<file path="src/cpu_consts.svh">
`ifndef CPU_CONSTS_SVH
`define CPU_CONSTS_SVH

// datapath and register file widths
`define DBITS 32
`define REGNO_BITS 4
`define IMM_BITS 16
`define OP1_BITS 6
`define OP2_BITS 8

// first fetch address after reset
`define START_PC 32'h0000_0100

// memory mapped hex display register
`define ADDR_HEX 32'hFFFF_F000
`define HEX_BITS 24
`define HEX_RESET 24'hFEDEAD

// data memory is byte addressed, word indexed
`define DMEM_ADDR_BITS 16
`define DMEM_WORD_BITS 2

// all-zero word, decodes as ALUR with an unused op2
`define NOP_INST 32'h0000_0000

// instruction field positions (lsb of each field)
`define OP1_LSB 26
`define OP2_LSB 18
`define IMM_LSB 8
`define RD_LSB 8
`define RS_LSB 4
`define RT_LSB 0

`endif

</file>
<file path="src/cpu_pkg.sv">
`include "cpu_consts.svh"

package cpu_pkg;

  typedef logic [`DBITS-1:0] word_t;
  typedef logic [`REGNO_BITS-1:0] regno_t;
  typedef logic [`HEX_BITS-1:0] hex_t;

  // primary opcode, inst[31:26]
  typedef enum logic [`OP1_BITS-1:0] {
    OP1_ALUR = 6'b000000,
    OP1_BEQ  = 6'b001000,
    OP1_BLT  = 6'b001001,
    OP1_BLE  = 6'b001010,
    OP1_BNE  = 6'b001011,
    OP1_JAL  = 6'b001100,
    OP1_LW   = 6'b010010,
    OP1_SW   = 6'b011010,
    OP1_ADDI = 6'b100000,
    OP1_ANDI = 6'b100100,
    OP1_ORI  = 6'b100101,
    OP1_XORI = 6'b100110
  } op1_e;

  // secondary opcode for ALUR, inst[25:18]
  typedef enum logic [`OP2_BITS-1:0] {
    OP2_EQ   = 8'b00001000,
    OP2_LT   = 8'b00001001,
    OP2_LE   = 8'b00001010,
    OP2_NE   = 8'b00001011,
    OP2_ADD  = 8'b00100000,
    OP2_AND  = 8'b00100100,
    OP2_OR   = 8'b00100101,
    OP2_XOR  = 8'b00100110,
    OP2_SUB  = 8'b00101000,
    OP2_NAND = 8'b00101100,
    OP2_NOR  = 8'b00101101,
    OP2_NXOR = 8'b00101110,
    OP2_RSHF = 8'b00110000,
    OP2_LSHF = 8'b00110001
  } op2_e;

  typedef struct packed {
    logic is_br;
    logic is_jmp;
    logic rd_mem;
    logic wr_mem;
    logic wr_reg;
  } ctrl_t;

  // fetch -> decode
  typedef struct packed {
    logic  valid;
    word_t pc;
    word_t inst;
  } fe_id_t;

  // decode -> execute
  typedef struct packed {
    logic   valid;
    word_t  pc;
    op1_e   op1;
    op2_e   op2;
    word_t  regval1;
    word_t  regval2;
    word_t  immval;
    regno_t wregno;
    ctrl_t  ctrl;
  } id_ex_t;

  // execute -> memory, enables already qualified by valid
  typedef struct packed {
    logic   valid;
    word_t  aluout;
    word_t  regval2;
    regno_t wregno;
    logic   rd_mem;
    logic   wr_mem;
    logic   wr_reg;
  } ex_mem_t;

  // memory -> register file write port
  typedef struct packed {
    logic   wr_reg;
    regno_t wregno;
    word_t  regval;
  } mem_wb_t;

endpackage

</file>
<file path="src/fetch_stage.sv">
`include "cpu_consts.svh"

module fetch_stage import cpu_pkg::*; (
  input  logic   clk,
  input  logic   reset,
  input  logic   stall,
  input  logic   redirect,
  input  word_t  redirect_pc,
  output word_t  imem_addr,
  input  word_t  imem_rdata,
  output fe_id_t fe_id
);

  word_t pc;
  word_t pc_next;

  // predict not-taken, so the next pc is always pc + 4
  // redirect from EX wins over a decode stall
  always_comb begin
    if (redirect) begin
      pc_next = redirect_pc;
    end else if (stall) begin
      pc_next = pc;
    end else begin
      pc_next = pc + 32'd4;
    end
  end

  always_ff @(posedge clk or posedge reset) begin
    if (reset) begin
      pc <= `START_PC;
    end else begin
      pc <= pc_next;
    end
  end

  // instruction port is combinational, data is back in the same cycle
  assign imem_addr = pc;

  // fetch latch
  always_ff @(posedge clk or posedge reset) begin
    if (reset) begin
      fe_id <= '{valid: 1'b0, pc: `START_PC, inst: `NOP_INST};
    end else if (redirect) begin
      // younger instruction on the wrong path
      fe_id.valid <= 1'b0;
    end else if (!stall) begin
      fe_id.valid <= 1'b1;
      fe_id.pc    <= pc;
      fe_id.inst  <= imem_rdata;
    end
  end

  // a misaligned jal target would show up here
  pc_aligned_a: assert property (@(posedge clk) disable iff (reset) pc[1:0] == 2'b00)
    else $error("fetch pc not word aligned: %h", pc);

endmodule

</file>
<file path="config.mk">
export PLATFORM = sky130hd
export DESIGN_NAME = fetch_stage
export DESIGN_NICKNAME = d
export VERILOG_FILES = /design/src/cpu_pkg.sv /design/src/fetch_stage.sv
export VERILOG_INCLUDE_DIRS = /design/src
export SDC_FILE = /design/constraint.sdc
export NUM_CORES = 1
export LEC_CHECK = 0
export BUFFER_PORTS_ARGS = -buffer_cell sky130_fd_sc_hd__buf_2
export CORE_AREA = 3 3 117 85
export CTS_CLUSTER_DIAMETER = 60
export CTS_CLUSTER_SIZE = 25
export DETAILED_ROUTE_END_ITERATION = 8
export DIE_AREA = 0 0 120 88
export MAX_ROUTING_LAYER = met4
export PLACE_DENSITY = 0.78
export SLEW_MARGIN = 30
export SYNTH_ARGS = -nofsm -noshare
export SYNTH_HDL_FRONTEND = slang
export SYNTH_SLANG_ARGS = --single-unit
</file>
<file path="constraint.sdc">
create_clock -name clk -period 3.5 [get_ports clk]
set_input_delay 0.35 -clock clk [delete_from_list [all_inputs] [get_ports clk]]
set_output_delay 0.35 -clock clk [all_outputs]
set_load 0.005 [all_outputs]
</file>
# After elaboration in Yosys (flattened, before gate mapping)
# Index checks and enable logic that the tools add are counted.
[word_totals] mem_bits_rw=0 mem_bits_ro=0 input_bits=68 register_bits=97 memories=0 elab_cells=13 latchBits=0
[classes] n_shift=0 bitwise_logic=2 eq_ne=1 multipliers=0 div=0 n_reduce_logical=1 mux=4 n_lt_le_gt_ge=0 add_sub_neg=1
[ops] cell="65-bit two-way mux" n=1
[ops] cell="32-bit two-way mux" n=2
[ops] cell="32-bit by 3-bit adder with 32-bit output (second input constant)" n=1
[ops] cell="2-bit by 1-bit != test with 1-bit output (second input constant)" n=1
[ops] cell="1-bit inverter" n=2
[ops] cell="2-bit AND reduction" n=1
[ops] cell="1-bit two-way mux" n=1

# Longest topological paths before layout
[depth] depth_word=3 ltp_mapped=7 depth_no_buf=5

# Least setup slack after synthesis
# OpenSTA, ideal clock, no wires.
[synth_timing] path_kind="register -> register" start="register pc[2], in the netlist imem_addr[2]" end="register pc[18], in the netlist imem_addr[18]" path_slack_ns=1.581 n_path_buf=2 path_stages_with_launch=8 arrival_ns=1.837 setup_time_ns=0.082 t_required_ns=3.418 cell_sequence="dfrtp_1 ha_1 nand2b_1 clkbuf_1 or3_1 clkbuf_1 or4_1 a31oi_1"
[synth_between] elab_chain_len=3
[synth_rtl] element="from (decl)" line="fetch_stage.sv:14" source="word_t pc;"
[synth_rtl] element="from (signal assigned)" line="fetch_stage.sv:31" source="pc <= `START_PC;"
[synth_rtl] element="from (signal assigned)" line="fetch_stage.sv:33" source="pc <= pc_next;"
[synth_rtl] element="32-bit by 3-bit adder with 32-bit output" line="fetch_stage.sv:25" source="pc_next = pc + 32'd4;"
[synth_rtl] element="32-bit two-way mux" line="fetch_stage.sv:22" source="end else if (stall) begin"
[synth_rtl] element="32-bit two-way mux" line="fetch_stage.sv:20" source="if (redirect) begin"
# No other way between the ends. The select of a mux whose other input is x is not followed.
# A chain may end at the register's enable or synchronous reset.

# Final worst setup path
[layout_timing] start="register pc[2], in the netlist imem_addr[2]" end="register pc[28], in the netlist imem_addr[28]"
# The elaborated chain is that of the path after synthesis.

==> key figures <==
Route
  • # DRC: 0
  • First DRT Iteration DRCs: roughly 160
  • Via count: ~3.5k
  • Vias per inst: around 5.4
  • Routed Antenna Nets: 0
  • Drt total wl: 10650 µm
  • Detailed-router iteration count before antenna repair: 4
  • Wire per inst: approximately 16 µm

Synthesis
  • Number of synthesized flops with an enable pin: 0
  • Syn avg cell area: roughly 12 µm²
  • Largest family of logic cells by synthesized area: multiplexers
  • Synth top cells by count: 95 x dfrtp_1, 66 x mux2_2, 26 x nand2_1, 23 x nor2_1, 18 x o21ai_0
  • Synthesized instance count: ~360
  • Synth area leaders: dfrtp_1 55%, mux2_2 17%, xnor2_1 2.4%, nand2_1 2.3%, o21ai_0 2.1%
  • Net count after synthesis: 430
  • Most used flip-flop cell after synthesis: dfrtp_1
  • Seq cells post-synth: 97
  • Post-Synth XOR/XNOR Area: 0.02641
  • Synthesized cell area: between 4000 and 5000 µm²
  • Mux share of post-synthesis cell area: 0.1747
  • Simple-gate share of the synthesized area: 0.1358
  • Async S/R FF share, synth: 1.000
  • Post-synthesis compound-gate area fraction: 0.06500
  • Sequential cell area fraction in the yosys report: 0.5636
  • Post-synthesis adder-cell area fraction: 0.002902
  • Yosys top cell area share: 0.5514
  • Top-count cell post-synth: dfrtp_1
  • Yosys warnings: 0
  • Yosys cell types: 41
  • Post-synth top area cell: dfrtp_1

Setup path
  • Critical Path RT: approximately 3.7 ns
  • CP max FO: 10
  • CP peak stage delay: 0.64 ns
  • Critical Setup Path Class: reg -> reg
  • Startpoint Class: flop
  • Slowest stage cell on the critical path: nor3_2
  • Crit-path cells: ha_1 > nand2b_1 > nor3_2 > a311oi_1 > a311o_1
  • CP Capture Type: flop
  • Worst R2R Path Depth: 5
  • Crit path DAT: 2.33 ns

Global route
  • Initial antenna violation count: 0
  • Vias in the first global route: approximately 3.6k
  • Total GRT Usage: 0.2156
  • Largest net degree at the start of global routing: 49
  • Total grt overflow: 0
  • First-pass GRT wire length: 17460 µm

Placement
  • Hpwl dp: a little under 8000 µm
  • Global placer's final weighted congestion: roughly 0.86
  • Port buffer count: between 150 and 200
  • Placed Instances: ~630

Clocking
  • Number of CTS-inserted buffers: 9
  • # Post-CTS Setup Buffers: 0
  • Clk_lat worst skew: 0.34 ns
  • H-tree depth: 3
  • Post-CTS sizing: 0
  • Clock Path Buffers: 2
  • Reg clk slew, reported paths: roughly 0.070 ns
  • CTS tree: yes
  • Clk sink count: between 90 and 100
  • CTS root buffer: clkbuf_16
  • CTS Hold Buffers Added: 0

Pwr
  • Psw: about 800 µW
  • Static leakage: between 0.002 and 0.003 µW
  • Internal power: roughly 2200 µW
  • Clk pwr share: 0.357
  • VDD IR max: 0.3350 mV
  • Sw frac: 0.2632
  • Comb power frac: 0.169
  • Flop pwr share: 0.473
  • PwrDens: ~530 nW/µm²

Layout
  • Share of layout cells above drive strength 1: 0.5000
  • Sequential standard cell area: around 2400 µm²
  • Post-route non-filler standard cell count: between 600 and 700
  • Area of the multi-input gates: 1753 µm²
  • Final net count: between 500 and 600
  • Antenna diodes: 0
  • P&R area growth vs syn: 29.43%
  • Fillers: between 700 and 800

Timing
  • Final Cycle Share: 0.6024
  • Min Tclk post-route: about 2.1 ns
  • Final hold slack: 0.02281 ns
  • Setup-failing EPs final: 0
  • RSZ-0062 raised after global routing: false
  • Worst-margin pin slew: 0.8986 ns
  • Pins over their slew limit: 0
  • Slew HR: 0.3954
  • Setup tns final: 0 ns
  • Final hold vios: 0
  • Final Skew: ~0.0056 ns
  • FMAX: 0.4743 GHz

Floorplan
  • Die extent in y: between 80 and 90 µm
  • Core area: roughly 9000 µm²
  • # IOs: 165
  • Row cnt: 29
  • Die span in x: about 120 µm
  • Starting density of the core: 0.4811
  • Die ar.: between 10000 and 15000 µm²

Outcome
  • Status: completed

Job
  • Max-Cap Viols: 0

Hold path
  • Hold crit path type: in -> async
layout by cell type (no fill, tap or decap), types with 2 or more instances in the layout:
cell type	n
a31oi_1	10
buf_2	164
clkbuf_16	9
mux2_2	66
nand4_1	11
o41ai_1	3
nand2_1	26
nor4_1	8
nand3_1	11
bufinv_16	2
o21ai_0	18
nor2_1	22
o31ai_1	3
a311o_1	3
or3_1	5
dfstp_2	2
or4_1	3
buf_4	3
or2_2	2
dfrtp_1	95
or4_4	2
inv_1	13
inv_6	3
nand4b_1	4
xnor2_1	12
nor3_1	5
per-layer routing:
| layer | up-vias | GRT usage | wire [µm] |
|---|---|---|---|
| met5 | - | - | 0 |
| met1 | 1729 | 0.2750 | 4887 |
| met4 | 0 | 0.05925 | 87 |
| li1 | 1624 | - | - |
| met2 | 144 | 0.3379 | 4862 |
| met3 | 6 | 0.06585 | 811 |
cell families after synthesis:
kind of cell,count (synthesis)
xor gates and xnor gates,13
adders and majority gates,1
DFF,97
AOI/OAI and AO/OA,43
muxes,67
buffers and inverters,33
and+or+nand+nor,107
worst paths after layout:
path	slack [ns]	startpoint	end
setup / recovery	1.39	imem_addr[2]	imem_addr[28]
hold / removal	0.02	reset	fe_id[24]
setup reg to reg	1.39	imem_addr[2]	imem_addr[28]
hold reg to reg	0.50	fe_id[46]	fe_id[46]
max in group asynchronous	2.64	reset	imem_addr[8]
min in group clk	0.22	redirect_pc[9]	imem_addr[9]
per-stage QoR:
step,total power [µW],setup WS [ns],cell area [µm²],utilization
2_1_floorplan,1668,0.6196,4312,-
5_1_grt,3143,1.253,5580,0.6226
3_5_place_dp,1945,1.422,5256,0.5865
3_3_place_gp,1923,1.444,5256,0.5865
4_1_cts,3025,1.410,5580,0.6226
6_report,2985,1.392,5580,0.6226
power groups by stage:
stage / sequential (µW) / combinational (µW) / clock, µW
after floorplan: 1430 / 241 / 0
final: 1410 / 505 / 1070
after detailed placement: 1430 / 516 / 0
after global routing: 1440 / 563 / 1140
after global placement: 1420 / 503 / 0
after CTS: 1410 / 517 / 1100
area by class of cell:
class / count / share of cell area
clock inverter: 7 / 0.01771
multi-input combinational: 231 / 0.3141
sequential: 97 / 0.4354
clock buffer: 9 / 0.04036
tap: 124 / 0.02780
timing repair buffer: 168 / 0.1547
inverter: 14 / 0.009865
critical path: cells and delay by family (launching register included):
kind                       cells  cell delay, ns
adders and majority gates      1            0.19
AOI/OAI and AO/OA              2            0.50
DFF                            1            0.49
and+or+nand+nor                2            0.81
registers in the layout, summed over array words and instances (netlist names):
| register | count |
|---|---|
| imem_addr | 32 |
| fe_id | 65 |
Note: power is estimated with default switching activity, not from simulation.
