$ cat src/cpu_consts.svh
`ifndef CPU_CONSTS_SVH
`define CPU_CONSTS_SVH

// datapath and register file widths
`define DBITS 32
`define REGNO_BITS 4
`define IMM_BITS 16
`define OP1_BITS 6
`define OP2_BITS 8

// first fetch address after reset
`define START_PC 32'h0000_0100

// memory mapped hex display register
`define ADDR_HEX 32'hFFFF_F000
`define HEX_BITS 24
`define HEX_RESET 24'hFEDEAD

// data memory is byte addressed, word indexed
`define DMEM_ADDR_BITS 16
`define DMEM_WORD_BITS 2

// all-zero word, decodes as ALUR with an unused op2
`define NOP_INST 32'h0000_0000

// instruction field positions (lsb of each field)
`define OP1_LSB 26
`define OP2_LSB 18
`define IMM_LSB 8
`define RD_LSB 8
`define RS_LSB 4
`define RT_LSB 0

`endif

$ cat src/cpu_pkg.sv
`include "cpu_consts.svh"

package cpu_pkg;

  typedef logic [`DBITS-1:0] word_t;
  typedef logic [`REGNO_BITS-1:0] regno_t;
  typedef logic [`HEX_BITS-1:0] hex_t;

  // primary opcode, inst[31:26]
  typedef enum logic [`OP1_BITS-1:0] {
    OP1_ALUR = 6'b000000,
    OP1_BEQ  = 6'b001000,
    OP1_BLT  = 6'b001001,
    OP1_BLE  = 6'b001010,
    OP1_BNE  = 6'b001011,
    OP1_JAL  = 6'b001100,
    OP1_LW   = 6'b010010,
    OP1_SW   = 6'b011010,
    OP1_ADDI = 6'b100000,
    OP1_ANDI = 6'b100100,
    OP1_ORI  = 6'b100101,
    OP1_XORI = 6'b100110
  } op1_e;

  // secondary opcode for ALUR, inst[25:18]
  typedef enum logic [`OP2_BITS-1:0] {
    OP2_EQ   = 8'b00001000,
    OP2_LT   = 8'b00001001,
    OP2_LE   = 8'b00001010,
    OP2_NE   = 8'b00001011,
    OP2_ADD  = 8'b00100000,
    OP2_AND  = 8'b00100100,
    OP2_OR   = 8'b00100101,
    OP2_XOR  = 8'b00100110,
    OP2_SUB  = 8'b00101000,
    OP2_NAND = 8'b00101100,
    OP2_NOR  = 8'b00101101,
    OP2_NXOR = 8'b00101110,
    OP2_RSHF = 8'b00110000,
    OP2_LSHF = 8'b00110001
  } op2_e;

  typedef struct packed {
    logic is_br;
    logic is_jmp;
    logic rd_mem;
    logic wr_mem;
    logic wr_reg;
  } ctrl_t;

  // fetch -> decode
  typedef struct packed {
    logic  valid;
    word_t pc;
    word_t inst;
  } fe_id_t;

  // decode -> execute
  typedef struct packed {
    logic   valid;
    word_t  pc;
    op1_e   op1;
    op2_e   op2;
    word_t  regval1;
    word_t  regval2;
    word_t  immval;
    regno_t wregno;
    ctrl_t  ctrl;
  } id_ex_t;

  // execute -> memory, enables already qualified by valid
  typedef struct packed {
    logic   valid;
    word_t  aluout;
    word_t  regval2;
    regno_t wregno;
    logic   rd_mem;
    logic   wr_mem;
    logic   wr_reg;
  } ex_mem_t;

  // memory -> register file write port
  typedef struct packed {
    logic   wr_reg;
    regno_t wregno;
    word_t  regval;
  } mem_wb_t;

endpackage

$ cat src/execute_stage.sv
`include "cpu_consts.svh"

module execute_stage import cpu_pkg::*; (
  input  logic    clk,
  input  logic    reset,
  input  id_ex_t  id_ex,
  output logic    redirect,
  output word_t   redirect_pc,
  output ex_mem_t ex_mem
);

  logic signed [`DBITS-1:0] sa;
  logic signed [`DBITS-1:0] sb;
  word_t                    aluout;
  logic                     br_cond;
  word_t                    pc_plus4;
  word_t                    imm_x4;

  // all compares and the right shift are signed
  assign sa = id_ex.regval1;
  assign sb = id_ex.regval2;

  assign pc_plus4 = id_ex.pc + 32'd4;
  assign imm_x4   = id_ex.immval << 2;

  always_comb begin
    aluout = '0;
    case (id_ex.op1)
      OP1_ALUR: begin
        case (id_ex.op2)
          OP2_EQ:   aluout = {{(`DBITS-1){1'b0}}, sa == sb};
          OP2_LT:   aluout = {{(`DBITS-1){1'b0}}, sa < sb};
          OP2_LE:   aluout = {{(`DBITS-1){1'b0}}, sa <= sb};
          OP2_NE:   aluout = {{(`DBITS-1){1'b0}}, sa != sb};
          OP2_ADD:  aluout = sa + sb;
          OP2_AND:  aluout = sa & sb;
          OP2_OR:   aluout = sa | sb;
          OP2_XOR:  aluout = sa ^ sb;
          OP2_SUB:  aluout = sa - sb;
          OP2_NAND: aluout = ~(sa & sb);
          OP2_NOR:  aluout = ~(sa | sb);
          OP2_NXOR: aluout = ~(sa ^ sb);
          // shift amount is the whole unsigned rt value
          OP2_RSHF: aluout = sa >>> id_ex.regval2;
          OP2_LSHF: aluout = id_ex.regval1 << id_ex.regval2;
          default:  aluout = '0;
        endcase
      end
      // loads and stores use the adder for the address
      OP1_ADDI, OP1_LW, OP1_SW: aluout = id_ex.regval1 + id_ex.immval;
      OP1_ANDI: aluout = id_ex.regval1 & id_ex.immval;
      OP1_ORI:  aluout = id_ex.regval1 | id_ex.immval;
      OP1_XORI: aluout = id_ex.regval1 ^ id_ex.immval;
      // link value
      OP1_JAL:  aluout = pc_plus4;
      default:  aluout = '0;
    endcase
  end

  always_comb begin
    case (id_ex.op1)
      OP1_BEQ: br_cond = (sa == sb);
      OP1_BLT: br_cond = (sa < sb);
      OP1_BLE: br_cond = (sa <= sb);
      OP1_BNE: br_cond = (sa != sb);
      default: br_cond = 1'b0;
    endcase
  end

  // not-taken prediction, so any taken branch or jal is a mispredict
  assign redirect    = id_ex.valid && ((id_ex.ctrl.is_br && br_cond) || id_ex.ctrl.is_jmp);
  assign redirect_pc = id_ex.ctrl.is_jmp ? (id_ex.regval1 + imm_x4) : (pc_plus4 + imm_x4);

  // execute latch, enables qualified by valid
  always_ff @(posedge clk or posedge reset) begin
    if (reset) begin
      ex_mem <= '0;
    end else begin
      ex_mem.valid   <= id_ex.valid;
      ex_mem.aluout  <= aluout;
      ex_mem.regval2 <= id_ex.regval2;
      ex_mem.wregno  <= id_ex.wregno;
      ex_mem.rd_mem  <= id_ex.valid && id_ex.ctrl.rd_mem;
      ex_mem.wr_mem  <= id_ex.valid && id_ex.ctrl.wr_mem;
      ex_mem.wr_reg  <= id_ex.valid && id_ex.ctrl.wr_reg;
    end
  end

endmodule

$ cat config.mk
export PLATFORM = sky130hd
export DESIGN_NAME = execute_stage
export DESIGN_NICKNAME = d
export VERILOG_FILES = /design/src/cpu_pkg.sv /design/src/execute_stage.sv
export VERILOG_INCLUDE_DIRS = /design/src
export SDC_FILE = /design/constraint.sdc
export NUM_CORES = 1
export LEC_CHECK = 0
export BUFFER_PORTS_ARGS = -buffer_cell sky130_fd_sc_hd__buf_2
export CORE_UTILIZATION = 45
export CTS_CLUSTER_DIAMETER = 150
export DETAILED_ROUTE_END_ITERATION = 10
export HOLD_SLACK_MARGIN = 0.02
export PLACE_DENSITY = 0.68
export SETUP_SLACK_MARGIN = 0.4
export SLEW_MARGIN = 5
export SYNTH_ARGS = -nofsm -noshare
export SYNTH_HDL_FRONTEND = slang
export SYNTH_SLANG_ARGS = --single-unit
$ cat constraint.sdc
create_clock -name clk -period 9.01 [get_ports clk]
set_clock_uncertainty 0.05 [all_clocks]
set_input_delay 1.802 -clock clk [delete_from_list [all_inputs] [get_ports clk]]
set_output_delay 1.802 -clock clk [all_outputs]
set_load 0.01 [all_outputs]
; Word-level counts from Yosys, hierarchy flattened
; Index checks and enable logic that the tools add are counted.
[totals]
reg_bits = 72
[classes]
add_sub_neg = 6
n_lt_le_gt_ge = 2
n_eq_ne = 27
shifts = 2
mux = 4
bitwise = 9
n_reduce_logical = 8
[op_table]
columns = op, count
row1 = 32-bit one-hot mux with 14 select lines, 1
row2 = 32-bit one-hot mux with 6 select lines, 1
row3 = 32-bit adder, 4
row4 = 32-bit NOT, 3
row5 = 8-bit by 6-bit equality test with 1-bit output (second input constant), 10
row6 = 32-bit bitwise AND, 2
row7 = 32-bit OR, 2
row8 = 32-bit XOR, 2
row9 = 32-bit by 3-bit adder with 32-bit output (second input constant), 1
row10 = 32-bit equality test, 1
row11 = 8-bit by 4-bit equality test with 1-bit output (second input constant), 4
row12 = 32-bit <= comparator, 1
row13 = 32-bit < comparator, 1
row14 = 32-bit 2-to-1 mux, 1
row15 = 32-bit inequality test, 1
row16 = 32-bit by 32-bit left shift with 32-bit output, 1
row17 = 32-bit by 32-bit >>> shifter with 32-bit output, 1
row18 = 32-bit subtractor, 1
row19 = 6-bit by 4-bit equality test with 1-bit output (second input constant), 5
row20 = 6-bit equality test (second input constant), 4
row21 = 6-bit by 5-bit equality test with 1-bit output (second input constant), 2
row22 = 6-bit logical NOT, 1
row23 = 1-bit logical AND, 5
row24 = 1-bit one-hot mux with 4 select lines, 1
row25 = other kinds (2), 2

; Longest topological paths before layout
; Gate-level depths: netlist of run 1.
[logic_depth]
ltp_word = 5
depth_mapped = 20
mapped_depth_nobuf = 19

; Least setup slack after synthesis of run 1
; OpenSTA, ideal clock, no wires.
[synth_timing]
kind = input -> output
from = input port id_ex[43] in the netlist's numbering
to = output port redirect
arrival_ps = 5683
required_time_ps = 7158
path_slack_ps = 1475
cell_stages = 17
n_path_buf = 5
cell_sequence = buf_2 > inv_1 > clkbuf_1 > buf_1 > buf_1 > ha_1 > buf_2 > nand2b_1 > a21oi_1 > o21ai_0 > and4_1 > a211oi_2 > a21oi_1 > o311ai_0 > nand3_1 > a311oi_1 > o21ai_0
[synth_between]
elab_chain_len = 5
elab_cells_between_ends = 8
cone_classes = order compare: 2 / eq/ne: 2 / mux: 1 / reduce/logical: 3
[synth_lines]
columns = element, line
row1 = "start, declared", execute_stage.sv:6  ; input id_ex_t id_ex,
row2 = 32-bit <= comparator (tied with other cells), execute_stage.sv:64  ; OP1_BLE: br_cond = (sa <= sb);
row3 = 1-bit one-hot mux with 4 select lines *, execute_stage.sv:61  ; case (id_ex.op1)
row4 = 1-bit logical AND *, execute_stage.sv:71  ; assign redirect = id_ex.valid && ((id_ex.ctrl.is_br && br_cond) || id_ex.ctrl.is_jmp);
row5 = 1-bit logical OR *, execute_stage.sv:71
row6 = 1-bit logical AND *, execute_stage.sv:71
row7 = "end, declared", execute_stage.sv:7  ; output logic redirect,
; Every way passes the cells marked *; elsewhere a longest branch is shown, timed or not.

; Final worst setup path of run 1
[layout_timing]
from = input port id_ex[80] in the netlist's numbering
to = output port redirect
; The elaborated chain is that of the path after synthesis.

==> results.yml, run 1 <==
layout:
  multi_input_area_um2: 14000
  drive_gt1_share_pct: 15.8
  stdcell_count: 3009
  largest_registers: "ex_mem (72)"
  fillers: 3732
  area_growth_pct: 11.4
  register_area_um2: 1800
  layout.nets: 2845
  largest_reg_flops: 72
  top_register: "ex_mem"
placed_design:
  globalplace.congestion: 1.05
  portBuffers: 258
  dp_cells: 2990
  hpwl_um: 64100
cts:
  cts_buffer_depth: 2
  numCtsBuffers: 9
  clkTransAtPathRegs_ps: 60
  cts_htree_levels: 3
  cts_tree: "done"
  root_buffer: "clkbuf_16"
  ctsHoldBuffers: 0
  clkSinkCount: 72
  cts_resized: 0
  postCtsSetupBuffers: 0
sta:
  setup_viol: 0
  finalHoldViolations: 0
  fin_crit_sh_pct: 88.7
  rsz0062_at_grt: "no"
  slew_violations: 0
  fmax_mhz: 125
  worst-slew-pin-transition_ps: 1310
  slew_headroom_pct: 12.2
  timing.hold.ws_ps: 1450
  finalCriticalPeriod_ps: 7990
  tns_ps: 0
grt:
  grt_use_met3_pct: 9.52
  grt_max_degree: 74
  grt_busiest_layer: "met2"
  grt_pass1_vias: 18695
  antenna_found_initial: 5
  grtUsageMet2_pct: 62.1
  grt_util_all_layers_pct: 41.5
  grt.overflow.total: 0
  met1_usage_pct: 57.9
  grt_pass1_wl_um: 120000
hold_path:
  holdCritPathClass: "in -> async"
logic_synthesis:
  synth.most_common_cell: "nor2_1"
  synthArstFlopShare_pct: 100
  syn_area_per_cell_um2: 7.22
  synth_top_cell_by_area: "ha_1"
  ys_seq_area_share_pct: 10.6
  syn_inst: 2348
  synth_area_leaders: "ha_1 14%, dfrtp_1 11%, a21oi_1 6.6%"
  synth_common_cells: "232 x nor2_1, 224 x a21oi_1, 212 x nand2_1"
  yosys_warnings: 0
  syn-cell-area_um2: 17000
  synth-seq-cells: 72
  synth_edf_count: 0
  ys.flop_type: "dfrtp_1"
  synth_cell_type_count: 84
  synth.net_count: 2696
  yosysTopAreaCellShare_pct: 14.0
floorplanning:
  start_util_pct: 46.0
  die_area_um2: 38500
  die_x_um: 196
  ios: 259
  die_h_um: 196
  num_rows: 70
  coreArea_um2: 36900
power_and_ir_drop:
  leakagePower_nw: 8.54
  ir_drop_mv: 0.0619
  powerDensity_nw_per_um2: 96.3
  finalPower_mw: 1.82
detailed_routing:
  drt_iter0_drc: 2516
  dr.pass1.iters: 8
  ant_nets: 0
  wl_um: 81900
  vias: 20178
  routedWlPerCell_um: 27.2
  viasPerCell: 6.71
  drc: 0
worst_setup_path:
  start_kind: "input pin"
  cp.arrival_ps: 6140
  endpoint_kind: "primary output"
  cp.required_ps: 7160
  critPathKind: "in -> out"
  worstPathMaxFanout: 10
job:
  max_cap_violations: 0
outcome:
  status: "finished clean"
## critical path, stage by stage
cell      delay, ps
buf_2           280
inv_1           280
ha_1            480
nor4_1          340
o21ai_0         210
and4_1          250
a211oi_2        430
a21oi_1         240
o311ai_0        660
nand3_1         200
a311oi_1        640
o21ai_0         140
buf_2           170
## cell families (layout without fill, tap and decap cells)
family          Yosys count  count (layout)  synth area share, %
compound gates          806             806                 31.2
simple gates            698             698                 18.7
buf+inv                 305             459                 6.94
fa+ha+maj               194             194                 14.5
xor+xnor                139             139                 7.18
mux                     134             134                 10.9
flops                    72              72                 10.6
other cells               0               3                    0
## cells in the final DEF (no fill, tap or decap), types with 15 or more instances in the layout
| cell | instances |
|---|---|
| a21o_1 | 44 |
| a31oi_1 | 28 |
| and3_1 | 21 |
| a222oi_1 | 17 |
| mux2i_1 | 81 |
| o221ai_1 | 20 |
| a21oi_1 | 224 |
| xor2_1 | 43 |
| o21bai_1 | 24 |
| mux4_2 | 39 |
| o21ai_0 | 178 |
| buf_4 | 44 |
| nand3_1 | 53 |
| nand2_1 | 212 |
| o21a_1 | 18 |
| buf_2 | 257 |
| nand4_1 | 15 |
| or3_1 | 19 |
| a211oi_1 | 42 |
| nor2_1 | 230 |
| inv_1 | 137 |
| ha_1 | 190 |
| o211ai_1 | 31 |
| nor4_1 | 19 |
| a221o_1 | 15 |
| o22ai_1 | 30 |
| a221oi_1 | 27 |
| dfrtp_1 | 72 |
| nand2b_1 | 17 |
| nor3_1 | 47 |
| nor2b_1 | 23 |
| xnor2_1 | 96 |
## final cells by class
type | instances | area share (%)
Tap cell | 504 | 3.34
Clock buffer | 10 | 1.21
Multi-Input combinational cell | 1971 | 74.1
Inverter | 142 | 2.83
Sequential cell | 72 | 9.53
Timing Repair Buffer | 301 | 8.55
Antenna cell | 3 | 0.0397
Clock inverter | 6 | 0.364
## per-stage QoR
stage          setup WS [ps]  area (µm²)  util (%)
2_1_floorplan           1480       17000         -
3_3_place_gp            1270       18600      50.4
3_5_place_dp            1200       18600      50.4
4_1_cts                 1120       18900      51.2
5_1_grt                  818       18900      51.2
6_report                1020       18900      51.3
## final timing paths
| check | endpoint | from | slack, ps |
|---|---|---|---|
| worst max-delay path | redirect | id_ex[80] | 1020 |
| worst min-delay path | ex_mem[6] | reset | 1450 |
| max in group asynchronous | ex_mem[50] | reset | 6490 |
| min in group clk | ex_mem[5] | id_ex[7] | 1490 |
## layer usage
layer  vias up  part of all wire [%]
li1       8947                     -
met1      9627                    42
met2      1393                    42
met3       205                    13
met4         6                   3.7
met5         -                 0.039
## power breakdown
group	internal [mW]	leakage [nW]	total [mW]	switching (mW)
Combinational	0.396	7.49	1.09	0.690
Sequential	0.338	0.909	0.343	0.00447
Clock	0.216	0.143	0.391	0.175
Total	0.950	8.54	1.82	0.870
(Power assumes the default switching activity.)
==> inputs of run 2 (changes only) <==
--- a/config.mk
+++ b/config.mk
@@ -11,7 +11,7 @@
 export CTS_CLUSTER_DIAMETER = 150
 export DETAILED_ROUTE_END_ITERATION = 10
 export HOLD_SLACK_MARGIN = 0.02
-export PLACE_DENSITY = 0.68
+export PLACE_DENSITY = 0.76
 export SETUP_SLACK_MARGIN = 0.4
 export SLEW_MARGIN = 5
 export SYNTH_ARGS = -nofsm -noshare
==> results.yml, run 2 (synthesis gave the netlist of run 1 again) <==
layout:
  multi_input_area_um2: 14000
  layout_commonest_cell: "buf_2"
  largest_registers: "ex_mem (72)"
  design_area_um2: 19000
  layout.nets: 2848
  area_growth_pct: 11.8
  fillers: 3707
  layout_common_cells: "257 x buf_2, 230 x nor2_1, 224 x a21oi_1"
  largest_reg_flops: 72
  drive_gt1_share_pct: 15.9
  top_register: "ex_mem"
  register_area_um2: 1800
worst_setup_path:
  start_kind: "input pin"
  cp.arrival_ps: 6090
  path_buf_inv: 3
  endpoint_kind: "primary output"
  critPathSlowestCell: "o311ai_0"
  path_cells: "buf_2 > inv_1 > ha_1 > nor4_1 > o21ai_0 > and4_1 > a211oi_2 > a21oi_1 > o311ai_0 > nand3_1 > a311oi_1 > o21ai_0 > buf_2"
  worstPathMaxFanout: 10
  crit_family: "compound AO/OA/AOI/OAI gates"
  critPathKind: "in -> out"
  worst_path_largest_cell_delay_ps: 660
  cp.required_ps: 7160
placed_design:
  place_area_um2: 18600
  portBuffers: 258
  globalplace.congestion: 1.03
  hpwl_um: 63800
cts:
  cts_htree_levels: 3
  cts_tree: "done"
  cts_resized: 0
  postCtsSetupBuffers: 0
  ctsHoldBuffers: 0
  numCtsBuffers: 9
  clkSinkCount: 72
  root_buffer: "clkbuf_16"
  clkTransAtPathRegs_ps: 60
  cts_buffer_depth: 2
floorplanning:
  coreArea_um2: 36900
  ios: 259
  num_rows: 70
  die_area_um2: 38500
  die_x_um: 196
  die_h_um: 196
  start_util_pct: 46.0
sta:
  worst-slew-pin-transition_ps: 1440
  fin_crit_sh_pct: 88.1
  finalHoldViolations: 0
  finalCriticalPeriod_ps: 7940
  slew_violations: 0
  slew_headroom_pct: 3.94
  tns_ps: 0
  fmax_mhz: 126
  rsz0062_at_grt: "no"
  setup_viol: 0
power_and_ir_drop:
  clockPowerShare_pct: 23.5
  intPower_mw: 1.00
  p_sw_mw: 0.874
  ir_drop_mv: 0.103
  comb_power_share_pct: 58.3
  finalPower_mw: 1.88
  powerDensity_nw_per_um2: 99.1
  seqPwrFrac_pct: 18.2
  leakagePower_nw: 8.57
  switching_share_pct: 46.5
grt:
  grt_pass1_wl_um: 120000
  antenna_found_initial: 0
  grt_max_degree: 74
  grt_pass1_vias: 18652
  grt_util_all_layers_pct: 41.6
  grt.overflow.total: 0
detailed_routing:
  routedWlPerCell_um: 27.3
  vias: 20255
  drc: 0
  wl_met2_um: 35100
  met3_length_um: 9820
  dr.pass1.iters: 7
  viasPerCell: 6.73
  wl_met1_um: 33800
  drt_iter0_drc: 2818
  top_layer_used: "met4"
  ant_nets: 0
  wl_um: 82100
hold_path:
  holdCritPathClass: "in -> async"
job:
  max_cap_violations: 0
outcome:
  status: "finished clean"
run 2: cell types whose count changed in the layout (fill, tap and decap cells not counted), sizes merged:
cell and change:
buf +3, bufinv +2, clkinv -2, diode -2
inv -1
run 2: metrics by stage:
stage                     hold WS, ps  setup WS (ps)  instances  util [%]
after floorplan                  1780           1480       2348         -
after global placement           1850           1280       2993      50.5
after detailed placement         1860           1180       2993      50.5
after CTS                        1460           1160       3008      51.4
after global routing             1470            689       3008      51.4
final                            1430           1070       3009      51.4
run 2: layout make-up:
cell class	count	share of cell area, %
Clock buffer	10	1.21
Tap cell	504	3.33
Multi-Input combinational cell	1971	73.9
Inverter	142	2.82
Sequential cell	72	9.51
Timing Repair Buffer	304	8.65
Antenna cell	1	0.0132
Clock inverter	5	0.561
run 2: metal layers:
layer | up-vias | track usage (%)
met5 | - | 0
met4 | 0 | 16.2
met2 | 1405 | 62.1
met1 | 9713 | 57.4
met3 | 184 | 9.97
li1 | 8953 | -
run 2: power by group through the flow:
stage / Clock [mW] / Combinational [mW] / Sequential [mW]
after global placement: 0 / 1.04 / 0.348
final: 0.441 / 1.09 / 0.342
after floorplan: 0 / 0.683 / 0.357
after global routing: 0.452 / 1.17 / 0.344
after CTS: 0.445 / 1.06 / 0.342
after detailed placement: 0 / 1.05 / 0.348
run 2: final timing paths:
path,to,cells past startpoint,startpoint,slack (ps)
min in group clk,ex_mem[4],1,id_ex[6],1480
max in group asynchronous,ex_mem[56],3,reset,6510
max,redirect,13,id_ex[80],1070
min,ex_mem[4],2,reset,1430
